File: config.mk
export PLATFORM = sky130hd
export DESIGN_NAME = flane_main
export DESIGN_NICKNAME = d
export VERILOG_FILES = /design/src/verilog/flane_snd_pkg.sv /design/src/verilog/flane_map_pkg.sv /design/src/verilog/flane_main.sv /design/src/verilog/flane_snd_mixer.sv /design/src/verilog/flane_bus_decode.sv /design/src/verilog/flane_cab_inputs.sv
export SDC_FILE = /design/constraint.sdc
export NUM_CORES = 1
export LEC_CHECK = 0
export ABC_AREA = 1
export BUFFER_PORTS_ARGS = -buffer_cell sky130_fd_sc_hd__buf_2
export CAP_MARGIN = 20
export CORE_ASPECT_RATIO = 0.8
export CORE_UTILIZATION = 51
export DETAILED_ROUTE_END_ITERATION = 6
export PLACE_DENSITY = 0.77
export RECOVER_POWER = 25
export SYNTH_ARGS = -nofsm -noshare
export SYNTH_HDL_FRONTEND = slang
export SYNTH_SLANG_ARGS = --single-unit
File: constraint.sdc
create_clock -name clk -period 5.2 [get_ports clk]
set_clock_uncertainty 0.2 [all_clocks]
set_input_delay 1.04 -clock clk [delete_from_list [all_inputs] [get_ports clk]]
set_output_delay 1.04 -clock clk [all_outputs]
set_load 0.1 [all_outputs]
File: src/verilog/flane_snd_pkg.sv
// sample widths and gain format for the PCM mixer and the top level
`default_nettype none

package flane_snd_pkg;

    // raw PCM channel from each sound chip, signed
    localparam int pcm_w = 12;

    // mixed output, signed
    localparam int snd_w = 16;

    // gain is unsigned 4.4 fixed point
    localparam int gain_w    = 8;
    localparam int gain_frac = 4;

endpackage

`default_nettype wire

File: src/verilog/flane_map_pkg.sv
// memory map, page and I/O select codes and bus widths for the CPU side decode
`default_nettype none

package flane_map_pkg;

    // CPU bus
    localparam int addr_w = 16;
    localparam int data_w = 8;

    // external ROM address and bank register
    localparam int rom_aw = 17;
    localparam int bank_w = 2;

    // page number is the top address nibble
    localparam int page_w = 4;
    localparam logic [page_w-1:0] io_page        = 4'd0;
    localparam logic [page_w-1:0] ram_page       = 4'd1;
    localparam logic [page_w-1:0] rom_first_page = 4'd4;

    // I/O select field, address bits 10 to 8
    localparam int io_sel_w = 3;
    localparam logic [io_sel_w-1:0] io_inputs = 3'd0;
    localparam logic [io_sel_w-1:0] io_dips   = 3'd1;
    localparam logic [io_sel_w-1:0] io_bank   = 3'd4;
    localparam logic [io_sel_w-1:0] io_pcm0   = 3'd5;
    localparam logic [io_sel_w-1:0] io_pcm1   = 3'd6;
    localparam logic [io_sel_w-1:0] io_prot   = 3'd7;

    // banked window lands above the fixed ROM half
    localparam logic [rom_aw-1:0] bank_base = 17'h08000;

    // nothing selected
    localparam logic [data_w-1:0] open_bus = 8'hff;

endpackage

`default_nettype wire
File: src/verilog/flane_main.sv
// top level of the main board glue, wires inputs, bus decoder and sound mixer
`default_nettype none

module flane_main #(
    parameter logic [flane_snd_pkg::gain_w-1:0] GAIN0 = 8'h0C,
    parameter logic [flane_snd_pkg::gain_w-1:0] GAIN1 = 8'h0C
) (
    input  wire                                    clk,
    input  wire                                    rst,
    input  wire                                    cpu_cen,
    input  wire                                    snd_cen,
    // CPU bus
    input  wire  [flane_map_pkg::addr_w-1:0]       addr,
    input  wire                                    rnw,
    input  wire                                    vma,
    input  wire  [flane_map_pkg::data_w-1:0]       cpu_dout,
    output logic [flane_map_pkg::data_w-1:0]       cpu_din,
    input  wire                                    irq_ack,
    output logic                                   irq_n,
    // chip selects and returns
    output logic                                   rom_cs,
    output logic                                   ram_cs,
    output logic                                   gfx_cs,
    output logic                                   pcm0_cs,
    output logic                                   pcm1_cs,
    output logic                                   prot_cs,
    output logic [flane_map_pkg::rom_aw-1:0]       rom_addr,
    input  wire  [flane_map_pkg::data_w-1:0]       rom_data,
    input  wire  [flane_map_pkg::data_w-1:0]       ram_dout,
    input  wire  [flane_map_pkg::data_w-1:0]       gfx_dout,
    input  wire  [flane_map_pkg::data_w-1:0]       pal_dout,
    input  wire  [flane_map_pkg::data_w-1:0]       prot_dout,
    input  wire                                    pal_cs,
    input  wire                                    gfx_irqn,
    // cabinet
    input  wire  [1:0]                             start_button,
    input  wire  [1:0]                             coin_input,
    input  wire  [5:0]                             joystick1,
    input  wire  [5:0]                             joystick2,
    input  wire                                    service,
    input  wire                                    dip_pause,
    input  wire  [7:0]                             dipsw_a,
    input  wire  [7:0]                             dipsw_b,
    input  wire  [3:0]                             dipsw_c,
    // sound
    output logic                                   pcm_msb,
    input  wire  signed [flane_snd_pkg::pcm_w-1:0] ch0,
    input  wire  signed [flane_snd_pkg::pcm_w-1:0] ch1,
    output logic signed [flane_snd_pkg::snd_w-1:0] snd,
    output logic                                   peak
);

    logic [flane_map_pkg::data_w-1:0] cabinet;
    logic [flane_map_pkg::data_w-1:0] dips;

    flane_cab_inputs u_inputs (
        .clk          (clk),
        .rst          (rst),
        .addr_lo      (addr[1:0]),
        .start_button (start_button),
        .coin_input   (coin_input),
        .joystick1    (joystick1),
        .joystick2    (joystick2),
        .service      (service),
        .dipsw_a      (dipsw_a),
        .dipsw_b      (dipsw_b),
        .dipsw_c      (dipsw_c),
        .cabinet      (cabinet),
        .dips         (dips)
    );

    flane_bus_decode u_decode (
        .clk       (clk),
        .rst       (rst),
        .cpu_cen   (cpu_cen),
        .addr      (addr),
        .rnw       (rnw),
        .vma       (vma),
        .cpu_dout  (cpu_dout),
        .cabinet   (cabinet),
        .dips      (dips),
        .rom_data  (rom_data),
        .ram_dout  (ram_dout),
        .gfx_dout  (gfx_dout),
        .pal_dout  (pal_dout),
        .prot_dout (prot_dout),
        .pal_cs    (pal_cs),
        .gfx_irqn  (gfx_irqn),
        .dip_pause (dip_pause),
        .irq_ack   (irq_ack),
        .rom_cs    (rom_cs),
        .ram_cs    (ram_cs),
        .gfx_cs    (gfx_cs),
        .pcm0_cs   (pcm0_cs),
        .pcm1_cs   (pcm1_cs),
        .prot_cs   (prot_cs),
        .rom_addr  (rom_addr),
        .pcm_msb   (pcm_msb),
        .cpu_din   (cpu_din),
        .irq_n     (irq_n)
    );

    flane_snd_mixer #(
        .GAIN0 (GAIN0),
        .GAIN1 (GAIN1)
    ) u_mixer (
        .clk     (clk),
        .rst     (rst),
        .snd_cen (snd_cen),
        .ch0     (ch0),
        .ch1     (ch1),
        .snd     (snd),
        .peak    (peak)
    );

endmodule

`default_nettype wire

File: src/verilog/flane_snd_mixer.sv
// two channel PCM mixer with fixed 4.4 gains, saturation and a peak flag
`default_nettype none

module flane_snd_mixer #(
    parameter logic [flane_snd_pkg::gain_w-1:0] GAIN0 = 8'h0C,
    parameter logic [flane_snd_pkg::gain_w-1:0] GAIN1 = 8'h0C
) (
    input  wire                                        clk,
    input  wire                                        rst,
    input  wire                                        snd_cen,
    input  wire  signed [flane_snd_pkg::pcm_w-1:0]     ch0,
    input  wire  signed [flane_snd_pkg::pcm_w-1:0]     ch1,
    output logic signed [flane_snd_pkg::snd_w-1:0]     snd,
    output logic                                       peak
);

    localparam int snd_w  = flane_snd_pkg::snd_w;
    localparam int pad_w  = flane_snd_pkg::snd_w - flane_snd_pkg::pcm_w;
    // one extra bit keeps the unsigned gain positive
    localparam int prod_w = snd_w + flane_snd_pkg::gain_w + 1;
    localparam logic signed [snd_w-1:0] snd_max = {1'b0, {(snd_w-1){1'b1}}};
    localparam logic signed [snd_w-1:0] snd_min = {1'b1, {(snd_w-1){1'b0}}};

    logic signed [snd_w-1:0]  wide0;
    logic signed [snd_w-1:0]  wide1;
    logic signed [prod_w-1:0] prod0;
    logic signed [prod_w-1:0] prod1;
    logic signed [prod_w-1:0] scaled0;
    logic signed [prod_w-1:0] scaled1;
    logic signed [prod_w:0]   sum;
    logic                     over;

    // channels become fixed point with zero fraction
    assign wide0 = {ch0, {pad_w{1'b0}}};
    assign wide1 = {ch1, {pad_w{1'b0}}};

    assign prod0 = wide0 * $signed({1'b0, GAIN0});
    assign prod1 = wide1 * $signed({1'b0, GAIN1});

    // drop the gain fraction
    assign scaled0 = prod0 >>> flane_snd_pkg::gain_frac;
    assign scaled1 = prod1 >>> flane_snd_pkg::gain_frac;

    assign sum = scaled0 + scaled1;

    // out of range when the bits above the output sign disagree with it
    assign over = sum[prod_w:snd_w-1] != {(prod_w-snd_w+2){sum[prod_w]}};

    always_ff @(posedge clk) begin
        if (rst) begin
            snd  <= '0;
            peak <= 1'b0;
        end else if (snd_cen) begin
            if (over) begin
                snd <= sum[prod_w] ? snd_min : snd_max;
            end else begin
                snd <= sum[snd_w-1:0];
            end
            peak <= over;
        end
    end

endmodule

`default_nettype wire

File: src/verilog/flane_bus_decode.sv
// CPU bus decode with bank register, ROM address, vertical IRQ latch and read mux
`default_nettype none

module flane_bus_decode (
    input  wire                                  clk,
    input  wire                                  rst,
    input  wire                                  cpu_cen,
    input  wire  [flane_map_pkg::addr_w-1:0]     addr,
    input  wire                                  rnw,
    input  wire                                  vma,
    input  wire  [flane_map_pkg::data_w-1:0]     cpu_dout,
    input  wire  [flane_map_pkg::data_w-1:0]     cabinet,
    input  wire  [flane_map_pkg::data_w-1:0]     dips,
    input  wire  [flane_map_pkg::data_w-1:0]     rom_data,
    input  wire  [flane_map_pkg::data_w-1:0]     ram_dout,
    input  wire  [flane_map_pkg::data_w-1:0]     gfx_dout,
    input  wire  [flane_map_pkg::data_w-1:0]     pal_dout,
    input  wire  [flane_map_pkg::data_w-1:0]     prot_dout,
    input  wire                                  pal_cs,
    input  wire                                  gfx_irqn,
    input  wire                                  dip_pause,
    input  wire                                  irq_ack,
    output logic                                 rom_cs,
    output logic                                 ram_cs,
    output logic                                 gfx_cs,
    output logic                                 pcm0_cs,
    output logic                                 pcm1_cs,
    output logic                                 prot_cs,
    output logic [flane_map_pkg::rom_aw-1:0]     rom_addr,
    output logic                                 pcm_msb,
    output logic [flane_map_pkg::data_w-1:0]     cpu_din,
    output logic                                 irq_n
);

    logic [flane_map_pkg::page_w-1:0]   page;
    logic [flane_map_pkg::io_sel_w-1:0] io_sel;
    logic                               io_cs;
    logic                               in_cs;
    logic                               sys_cs;
    logic                               bank_cs;
    logic [flane_map_pkg::bank_w-1:0]   bank;
    logic                               irq_trig;
    logic                               irq_trig_l;

    assign page   = addr[flane_map_pkg::addr_w-1 -: flane_map_pkg::page_w];
    assign io_sel = addr[10:8];

    // pages 0 and 1 only hold I/O and RAM in their upper half
    assign io_cs  = page == flane_map_pkg::io_page && addr[11];
    assign ram_cs = page == flane_map_pkg::ram_page && addr[11];
    assign rom_cs = page >= flane_map_pkg::rom_first_page && rnw && vma;
    assign gfx_cs = page < flane_map_pkg::rom_first_page && !io_cs && !ram_cs;

    assign in_cs   = io_cs && io_sel == flane_map_pkg::io_inputs && rnw;
    assign sys_cs  = io_cs && io_sel == flane_map_pkg::io_dips && rnw;
    assign bank_cs = io_cs && io_sel == flane_map_pkg::io_bank && !rnw;
    assign pcm0_cs = io_cs && io_sel == flane_map_pkg::io_pcm0;
    assign pcm1_cs = io_cs && io_sel == flane_map_pkg::io_pcm1;
    assign prot_cs = io_cs && io_sel == flane_map_pkg::io_prot;

    // upper 32k is fixed, lower half maps a 16k bank window
    assign rom_addr = addr[flane_map_pkg::addr_w-1]
                    ? {2'b00, addr[14:0]}
                    : flane_map_pkg::bank_base + {1'b0, bank, addr[13:0]};

    always_ff @(posedge clk) begin
        if (rst) begin
            bank    <= '0;
            pcm_msb <= 1'b0;
        end else if (cpu_cen && bank_cs) begin
            bank    <= cpu_dout[3:2];
            pcm_msb <= cpu_dout[4];
        end
    end

    // vertical interrupt, gated by the pause DIP
    assign irq_trig = ~gfx_irqn & dip_pause;

    always_ff @(posedge clk) begin
        if (rst) begin
            irq_trig_l <= 1'b0;
            irq_n      <= 1'b1;
        end else begin
            irq_trig_l <= irq_trig;
            // ack wins over a new edge
            if (irq_ack) begin
                irq_n <= 1'b1;
            end else if (irq_trig && !irq_trig_l) begin
                irq_n <= 1'b0;
            end
        end
    end

    // palette sits inside the gfx range and takes precedence
    always_ff @(posedge clk) begin
        if (rst) begin
            cpu_din <= flane_map_pkg::open_bus;
        end else if (rom_cs) begin
            cpu_din <= rom_data;
        end else if (ram_cs) begin
            cpu_din <= ram_dout;
        end else if (pal_cs) begin
            cpu_din <= pal_dout;
        end else if (gfx_cs) begin
            cpu_din <= gfx_dout;
        end else if (in_cs) begin
            cpu_din <= cabinet;
        end else if (sys_cs) begin
            cpu_din <= dips;
        end else if (prot_cs) begin
            cpu_din <= prot_dout;
        end else begin
            cpu_din <= flane_map_pkg::open_bus;
        end
    end

endmodule

`default_nettype wire

File: src/verilog/flane_cab_inputs.sv
// samples cabinet controls and DIP switches and formats the bytes the CPU reads
`default_nettype none

module flane_cab_inputs (
    input  wire        clk,
    input  wire        rst,
    input  wire  [1:0] addr_lo,
    input  wire  [1:0] start_button,
    input  wire  [1:0] coin_input,
    input  wire  [5:0] joystick1,
    input  wire  [5:0] joystick2,
    input  wire        service,
    input  wire  [7:0] dipsw_a,
    input  wire  [7:0] dipsw_b,
    input  wire  [3:0] dipsw_c,
    output logic [flane_map_pkg::data_w-1:0] cabinet,
    output logic [flane_map_pkg::data_w-1:0] dips
);

    logic [1:0] start_r;
    logic [1:0] coin_r;
    logic [5:0] joy1_r;
    logic [5:0] joy2_r;
    logic       service_r;
    logic [7:0] dipa_r;
    logic [7:0] dipb_r;
    logic [3:0] dipc_r;

    // controls are active low, reset shows everything released
    always_ff @(posedge clk) begin
        if (rst) begin
            start_r   <= '1;
            coin_r    <= '1;
            joy1_r    <= '1;
            joy2_r    <= '1;
            service_r <= 1'b1;
            dipa_r    <= '1;
            dipb_r    <= '1;
            dipc_r    <= '1;
        end else begin
            start_r   <= start_button;
            coin_r    <= coin_input;
            joy1_r    <= joystick1;
            joy2_r    <= joystick2;
            service_r <= service;
            dipa_r    <= dipsw_a;
            dipb_r    <= dipsw_b;
            dipc_r    <= dipsw_c;
        end
    end

    // directions swapped in pairs to match the board wiring
    always_comb begin
        case (addr_lo)
            2'd0: cabinet = {4'hf, dipc_r};
            2'd1: cabinet = {2'b11, joy2_r[5:4], joy2_r[2], joy2_r[3], joy2_r[0], joy2_r[1]};
            2'd2: cabinet = {2'b11, joy1_r[5:4], joy1_r[2], joy1_r[3], joy1_r[0], joy1_r[1]};
            default: cabinet = {3'b111, start_r, service_r, coin_r};
        endcase
    end

    assign dips = addr_lo[0] ? dipb_r : dipa_r;

endmodule

`default_nettype wire

== Word-level counts from Yosys, hierarchy flattened ==
Index checks and enable logic that the tools add are counted.
Operators by class
  bitwise logic cells: 2
  add/subtract/negate cells: 2
  $mul: 2
  reductions and logical operators: 25
  equality and inequality tests: 9
  magnitude comparators: 2
  mux-type cells: 12
Operator list (number)
  $mux W8: 8
  $mux W16: 2
  $mul A12 B3 Y15 const B: 2
  $add A17 B17 Y18: 1
  $pmux W6 S3: 1
  $add A16 B16 Y17 const A: 1
  $logic_and A1 B1 Y1: 17
  $mux W17: 1
  $eq A3 B3 Y1 const B: 4
  $ne A10 B10 Y1: 1
  $eq A4 B1 Y1 const B: 1
  $ge A4 B3 Y1 const B: 1
  $logic_not A1 Y1: 4
  $logic_not A4 Y1: 1
  $lt A4 B3 Y1 const B: 1
  $eq A3 B1 Y1 const B: 1
  $logic_not A3 Y1: 1
  $eq A2 B1 Y1 const B: 1
  $eq A2 B2 Y1 const B: 1
  $logic_not A2 Y1: 1
  $reduce_or A2 Y1: 1
  $and A1 B1 Y1: 1
  $not A1 Y1: 1
Word-level totals
  input port bits: 135
  output and inout port bits: 50
  register bits after elaboration: 67
  logic and storage cells: 69

== Longest topological paths before layout ==
Gate-level depths: netlist of run 1.
  depth after elaboration: 10
  mapped depth: 26
  depth with buffers taken out: 26

== Cells and area by module ==
A second synthesis of run 1 with hierarchy kept.
Unflattened totals
  cell total of the unflattened synthesis: 769
  area, all modules: 5495.3 sq um
Modules (own cells, without submodules)
  flane_snd_mixer: instances 1, cells an instance 425, area each 2950.3 sq um
  flane_cab_inputs: instances 1, cells an instance 139, area each 1305.0 sq um
  flane_bus_decode: instances 1, cells an instance 205, area each 1239.9 sq um

== Worst setup path before layout of run 1 ==
OpenSTA, ideal clock, no wires.
  kind: in2out
  start: in addr[15] (netlist name)
  end: out pcm1_cs
  setup slack: -0.243 ns
  arrival: 4.203 ns
  path buffers: 0
  stages on the path: 3
  cell sequence: nor2_1 nand4_1 nor4_1
Between the ends
  cells in the longest elaborated chain, start to end: 3
RTL lines
  start: declaration: line flane_main.sv:13  | input wire [flane_map_pkg::addr_w-1:0] addr,
  $logic_not A4 Y1: line flane_bus_decode.sv:49  | assign io_cs = page == flane_map_pkg::io_page && addr[11];
  $logic_and A1 B1 Y1: line flane_bus_decode.sv:49
  $logic_and A1 B1 Y1: line flane_bus_decode.sv:58  | assign pcm1_cs = io_cs && io_sel == flane_map_pkg::io_pcm1;
  end: declaration: line flane_main.sv:25  | output logic pcm1_cs,
Every way passes these cells.

== Worst setup path in the final report of run 1 ==
  start: in ch0[1] (netlist name)
  end: reg u_mixer.peak
Between the ends
  cells in the longest elaborated chain, start to end: 3
RTL lines
  start: declaration: line flane_main.sv:47  | input wire signed [flane_snd_pkg::pcm_w-1:0] ch0,
  $mul A12 B3 Y15: line flane_snd_mixer.sv:37  | assign prod0 = wide0 * $signed({1'b0, GAIN0});
  $add A17 B17 Y18: line flane_snd_mixer.sv:44  | assign sum = scaled0 + scaled1;
  $ne A10 B10 Y1: line flane_snd_mixer.sv:47  | assign over = sum[prod_w:snd_w-1] != {(prod_w-snd_w+2){sum[prod_w]}};
  end signal: assignment: line flane_snd_mixer.sv:59  | peak <= over;
  end: declaration: line flane_snd_mixer.sv:14  | output logic peak
Every way passes these cells.
A chain may end at the register's enable or synchronous reset.

==> impl_metrics.json, run 1 <==
{
  "critPathLaunchType": "input port",
  "path_clk_slew_ns": 0.05,
  "grt_max_degree": 50,
  "io_pins": 185,
  "fin_crit_sh_pct": 92.9,
  "outcome": "finished with violations",
  "peakVddDrop_mv": 0.270,
  "p_sw_share_pct": 43.7,
  "drtIter0Drc": 246,
  "drc_errors": 0,
  "start_util_pct": 53.9,
  "tightest_slew_ns": 1.74,
  "hold_class": "reg2reg",
  "syn_inst": 755,
  "htreeDepth": 3,
  "max_freq_mhz": 207,
  "numCtsBuffers": 9,
  "hold_viol_final": 0,
  "stdcell_area_mm2": 0.00654,
  "grt_pass1_wl_um": 20400,
  "slew_violations": 50,
  "grt_overflow_total": 0,
  "power.leakage_nw": 3.48,
  "clockRootBuffer": "clkbuf_16",
  "worst-path-buf-inv": 2,
  "cellInternalPower_w": 0.00149,
  "async_flop_share_pct": 0,
  "min_period_ns": 4.83,
  "postCtsHoldBufs": 0,
  "drive_gt1_share_pct": 31.6,
  "yosysMostFrequentCell": "nand2_1",
  "critPathRequiredTime_ns": 5.13,
  "seqPwrFrac_pct": 21.6,
  "grt.total_usage_pct": 23.8,
  "synth_top_area_share_pct": 24.8,
  "critPathKind": "in2reg",
  "dp_hpwl_um": 10300,
  "cap_violations": 1,
  "synth_commonest_cells": "nand2_1, inv_1, dfxtp_1",
  "cpMostUsedCell": "nand2_1",
  "setup_viol": 0,
  "wl_met1_um": 6470,
  "power.switching_w": 0.00116,
  "die_h_um": 93.4,
  "synth_area_leaders": "dfxtp_1, ha_1, nand2_1",
  "relSlewSlack_pct": -15.8,
  "grt_antenna_before_repair": 0,
  "drt_first_pass_iters": 5,
  "ff2ff_setup_slack_ns": 3.75,
  "dieWidth_um": 116,
  "cts_resized": 0,
  "rows": 32,
  "power_density_mw_per_mm2": 406,
  "dpl_cell_area_mm2": 0.00617,
  "clockBufferDepth": 2,
  "nets": 1099,
  "finalSetupTns_ns": 0,
  "worstPathCellList": "buf_2, ha_1, ha_1, fa_1, nand4_1, and3_1, o21ai_1, a21boi_0, nor2_1, xor2_1, ha_1, nand2_1, inv_1, nand2_1, nand2_1, a21oi_4, nand3_1, nand2_2, nand2_1, nand2_4, nand2_1, nand2_1, a21oi_1",
  "cts_tree": "built",
  "rsz0062_at_grt": "false",
  "slowest_stage": "fa_1",
  "syn_area_per_cell_um2": 7.06,
  "numClockSinks": 66,
  "violations": "max-capacitance violations, max-slew violations",
  "synth_edf_count": 0,
  "topRoutingLayerUsed": "met4",
  "path_max_fanout": 14,
  "synth_cell_type_count": 39,
  "worstPathArrival_ns": 4.76,
  "yosys.area.top_type": "dfxtp_1",
  "yosysSeqAreaShare_pct": 24.8,
  "routed_via_density": 4.87,
  "crit_path_max_incr_delay_ns": 0.44,
  "path_delay_family": "adder cells",
  "fp.dieArea_mm2": 0.0109,
  "area_growth_pct": 22.7,
  "clk_latency_ns": 0.32,
  "drt_wl_total_um": 12600,
  "grt_pass1_vias": 4422,
  "dr_wl_met2_um": 5460,
  "cts_setup_buffers": 0,
  "cp-end-kind": "register",
  "comb_power_share_pct": 50.8,
  "ys_ff_latch": 66,
  "num_vias": 5082,
  "p_clk_share_pct": 27.6,
  "post_synth_instance_area_mm2": 0.00533,
  "met3WireLength_um": 597,
  "synth_fp_nets": 952,
  "drtAntennaViolNets": 0,
  "diodes": 0,
  "yosysWarnings": 0,
  "synth_ff_type": "dfxtp_1",
  "wire_per_inst_um": 12.1,
  "gp_congestion": 0.862,
  "core_mm2": 0.00989,
  "port_buffers": 167
}
cell type report:
class / count / area (um^2)
tap: 136 / 170
multi-input combinational: 571 / 3480
inverter: 84 / 315
timing repair buffer: 170 / 882
clock buffer: 9 / 225
clock inverter: 7 / 141
fill: 914 / 3350
sequential: 66 / 1320
cells by family (layout without fill, tap and decap cells):
kind of cell               after synthesis  after routing  share of synthesized area, %
AOI/OAI and AO/OA                      106            106                          12.2
xor gates and xnor gates                34             34                          5.73
adders and majority gates               62             62                          15.0
buffers and inverters                  118            270                          9.98
DFF                                     66             66                          24.8
and+or+nand+nor                        369            369                          32.3
placed cells by master, fill, tap and decap left out, types with 12 or more instances in the layout:
cell type and n:
nand3_2 12, nand2_2 12, a21oi_2 15, xor2_1 22
buf_2 166, dfxtp_1 66, nor2_1 54, inv_1 76
a21oi_1 33, o21ai_0 32, nand2_1 186, ha_1 59
or2_2 44, nand3_1 43
per-stage QoR:
| step | hold slack [ns] | worst slack (ns) | util (%) | total power [W] | std cells |
|---|---|---|---|---|---|
| 3_3_place_gp | 0.235 | 0.220 | 62.4 | 0.00191 | 1027 |
| 5_1_grt | 0.282 | 0.0709 | 66.1 | 0.00283 | 1043 |
| 4_1_cts | 0.266 | 0.452 | 66.1 | 0.00266 | 1043 |
| 2_1_floorplan | 0.224 | 0.505 | - | 0.00171 | 755 |
| 3_5_place_dp | 0.258 | 0.140 | 62.4 | 0.00192 | 1027 |
| 6_report | 0.263 | 0.372 | 66.1 | 0.00265 | 1043 |
sequential cells by signal, indices dropped and copies added (netlist names):
| register | flops |
|---|---|
| u_inputs.service_r | 1 |
| u_mixer.snd | 15 |
| u_inputs.dipb_r | 8 |
| u_decode.irq_n | 1 |
| u_decode.irq_trig_l | 1 |
| u_inputs.start_r | 2 |
| u_inputs.dipa_r | 8 |
| u_inputs.joy2_r | 6 |
| u_inputs.dipc_r | 4 |
| u_decode.bank | 2 |
| u_decode.cpu_din | 8 |
| u_decode.pcm_msb | 1 |
| u_inputs.joy1_r | 6 |
| u_mixer.peak | 1 |
| u_inputs.coin_r | 2 |
worst paths after layout:
path | endpoint | cells after the start | from
worst max-delay path | u_mixer.peak$_SDFFE_PP0P_ | 23 | ch0[1]
worst min-delay path | u_decode.irq_n$_SDFFE_PP1P_ | 2 | u_decode.irq_trig_l$_SDFF_PP0_
worst max register to register | u_decode.cpu_din[4]$_SDFF_PP1_ | 10 | u_inputs.joy2_r[4]$_SDFF_PP1_
worst min register to register | u_decode.irq_n$_SDFFE_PP1P_ | 2 | u_decode.irq_trig_l$_SDFF_PP0_
power groups by stage:
stage	registers [W]	clock network [W]	logic, W
after floorplan	0.000811	0	0.000895
after global placement	0.000584	0	0.00133
after detailed placement	0.000583	0	0.00134
after CTS	0.000573	0.000738	0.00135
after global routing	0.000577	0.000766	0.00148
final	0.000574	0.000731	0.00135
worst min-delay path: cells and delay by family, from the launching register on:
family / cells / cell delay, ns
flops: 1 / 0.30
compound gates: 1 / 0.08
simple gates: 1 / 0.06
metal layers:
| layer | GRT usage (%) | vias to the layer above |
|---|---|---|
| met5 | 0 | - |
| met4 | 3.53 | 0 |
| met3 | 5.25 | 10 |
| met2 | 35.8 | 121 |
| met1 | 35.0 | 2226 |
| li1 | - | 2725 |
Power figures use the tool's default switching activity.
==> run 2, diff against run 1 <==
--- a/config.mk
+++ b/config.mk
@@ -9,9 +9,9 @@
 export BUFFER_PORTS_ARGS = -buffer_cell sky130_fd_sc_hd__buf_2
 export CAP_MARGIN = 20
 export CORE_ASPECT_RATIO = 0.8
-export CORE_UTILIZATION = 51
+export CORE_UTILIZATION = 46
 export DETAILED_ROUTE_END_ITERATION = 6
-export PLACE_DENSITY = 0.77
+export PLACE_DENSITY = 0.81
 export RECOVER_POWER = 25
 export SYNTH_ARGS = -nofsm -noshare
 export SYNTH_HDL_FRONTEND = slang
==> constraint.sdc (replaced) <==
create_clock -name clk -period 4 [get_ports clk]
set_clock_uncertainty 0.2 [all_clocks]
set_input_delay 0.8 -clock clk [delete_from_list [all_inputs] [get_ports clk]]
set_output_delay 0.8 -clock clk [all_outputs]
set_load 0.1 [all_outputs]
==> impl_metrics.json, run 2 (synthesis results as in run 1) <==
{
  "relSlewSlack_pct": 52.8,
  "largest_register_ffs": 15,
  "layout_commonest_cell": "nand2_1",
  "fillerInstances": 908,
  "htreeDepth": 3,
  "grt.total_usage_pct": 24.9,
  "worstPathCellList": "buf_6, buf_6, ha_4, ha_4, buf_4, nand2_2, nor2_2, a21oi_2, o21ai_1, buf_4, xor2_1, ha_1, nand2_1, inv_2, nand2_1, nand2_1, a21oi_2, nand2_2, nand2_1, nand2_1, a21oi_4, nor2_4, clkbuf_16, a21oi_2",
  "clockRootBuffer": "clkbuf_16",
  "dp_hpwl_um": 11600,
  "ff2ff_setup_slack_ns": 2.56,
  "fp.dieArea_mm2": 0.0120,
  "crit_path_max_incr_delay_ns": 0.31,
  "grt_pass1_vias": 5181,
  "totalPowerFinal_w": 0.00395,
  "slew_violations": 0,
  "max_freq_mhz": 248,
  "core_mm2": 0.0111,
  "outcome": "finished with violations",
  "peakVddDrop_mv": 0.295,
  "final_util_pct": 68.5,
  "gp_congestion": 0.896,
  "power_density_mw_per_mm2": 521,
  "clockBufferDepth": 2,
  "num_vias": 5547,
  "start_util_pct": 48.2,
  "dieWidth_um": 122,
  "regMostFlops": "u_mixer.snd",
  "numClockSinks": 66,
  "cp-end-kind": "register",
  "drtAntennaViolNets": 0,
  "drt_first_pass_iters": 5,
  "io_pins": 185,
  "min_period_ns": 4.02,
  "finalSetupTns_ns": -0.0543,
  "port_buffers": 167,
  "power.leakage_nw": 3.89,
  "die_h_um": 98.3,
  "tightest_slew_ns": 0.709,
  "critPathRequiredTime_ns": 4.08,
  "diodes": 0,
  "wire_per_inst_um": 13.6,
  "layout_common_cells": "nand2_1, buf_2, inv_1, buf_4, dfxtp_1",
  "path_max_fanout": 4,
  "violations": "negative setup slack",
  "setup_viol": 5,
  "cpMostUsedCell": "nand2_1",
  "numCtsBuffers": 9,
  "hold_class": "reg2reg",
  "grt_pass1_wl_um": 23700,
  "cts_tree": "built",
  "grt_antenna_before_repair": 0,
  "drtIter0Drc": 251,
  "setup_slack_ns": -0.0242,
  "rsz0062_at_grt": "true",
  "drt_wl_total_um": 15300,
  "path_clk_slew_ns": 0.06,
  "postCtsHoldBufs": 0,
  "cap_violations": 0,
  "grt_max_degree": 50,
  "worstPathArrival_ns": 4.10,
  "grt_overflow_total": 0,
  "rows": 34,
  "clk_latency_ns": 0.34,
  "fin_crit_sh_pct": 101,
  "drive_gt1_share_pct": 42.7,
  "critPathKind": "in2reg",
  "slowest_stage": "ha_1",
  "area_growth_pct": 42.2,
  "routed_via_density": 4.93,
  "hold_viol_final": 0,
  "drc_errors": 0,
  "critPathLaunchType": "input port",
  "nets": 1173,
  "dp_slack_ns": -0.463
}
[run 2: cell count changes in the layout (fill, tap and decap cells not counted), sizes merged]
cell and delta:
buf +73, inv +2, bufinv -1, clkinv -1, nand2 +1
[run 2: worst max-delay path: cells and delay by family]
kind | cells | cell delay [ns]
AND/OR/NAND/NOR | 9 | 0.88
buffers and inverters | 6 | 0.68
adder cells (fa/ha/maj) | 3 | 0.80
AO/OA/AOI/OAI | 5 | 0.78
XOR/XNOR | 1 | 0.16
[run 2: metal layers]
metal | part of all wire (%) | up-vias | global-route usage (%)
li1 | - | 2866 | -
met1 | 46 | 2499 | 32.9
met2 | 47 | 152 | 39.8
met3 | 5.3 | 30 | 5.96
met4 | 2.0 | 0 | 7.32
met5 | 0 | - | 0
[run 2: final timing paths]
check / depth (start not counted) / startpoint / to
max reg2reg: 10 / u_inputs.joy2_r[4]$_SDFF_PP1_ / u_decode.cpu_din[4]$_SDFF_PP1_
min reg2reg: 2 / u_decode.irq_trig_l$_SDFF_PP0_ / u_decode.irq_n$_SDFFE_PP1P_
max: 24 / ch1[5] / u_mixer.snd[13]$_SDFFE_PP0P_
min: 2 / u_decode.irq_trig_l$_SDFF_PP0_ / u_decode.irq_n$_SDFFE_PP1P_
[run 2: metrics by stage]
stage / instance area (um^2) / cells / hold WS [ns]
finish: 7580 / 1125 / 0.256
global route: 7580 / 1125 / 0.286
CTS: 7300 / 1120 / 0.262
detailed placement: 6890 / 1101 / 0.250
global placement: 6890 / 1101 / 0.243
floorplan: 5560 / 755 / 0.224
[run 2: final cells by class]
type | instances | area (um^2) | area share (%)
inverters | 84 | 315 | 4.16
flip-flops and latches | 66 | 1320 | 17.4
multi-input cells | 572 | 3950 | 52.1
well taps | 144 | 180 | 2.38
clock inverters | 7 | 124 | 1.63
clock buffers | 9 | 225 | 2.97
repair buffers | 243 | 1460 | 19.3
[run 2: where the power goes]
| group | switching, W | internal [W] | total (W) |
|---|---|---|---|
| Clock | 0.000306 | 0.000613 | 0.000919 |
| Sequential | 0.0000254 | 0.000720 | 0.000745 |
| Combinational | 0.00141 | 0.000880 | 0.00229 |
| Total | 0.00174 | 0.00221 | 0.00395 |
[run 2: what timing repair did]
action                                  in CTS  in global routing
endpoints found under the setup margin      15                 16
cloned                                       0                  2
buffers inserted                             3                  3
pin swaps                                    4                 40
resized for setup                            4                 41
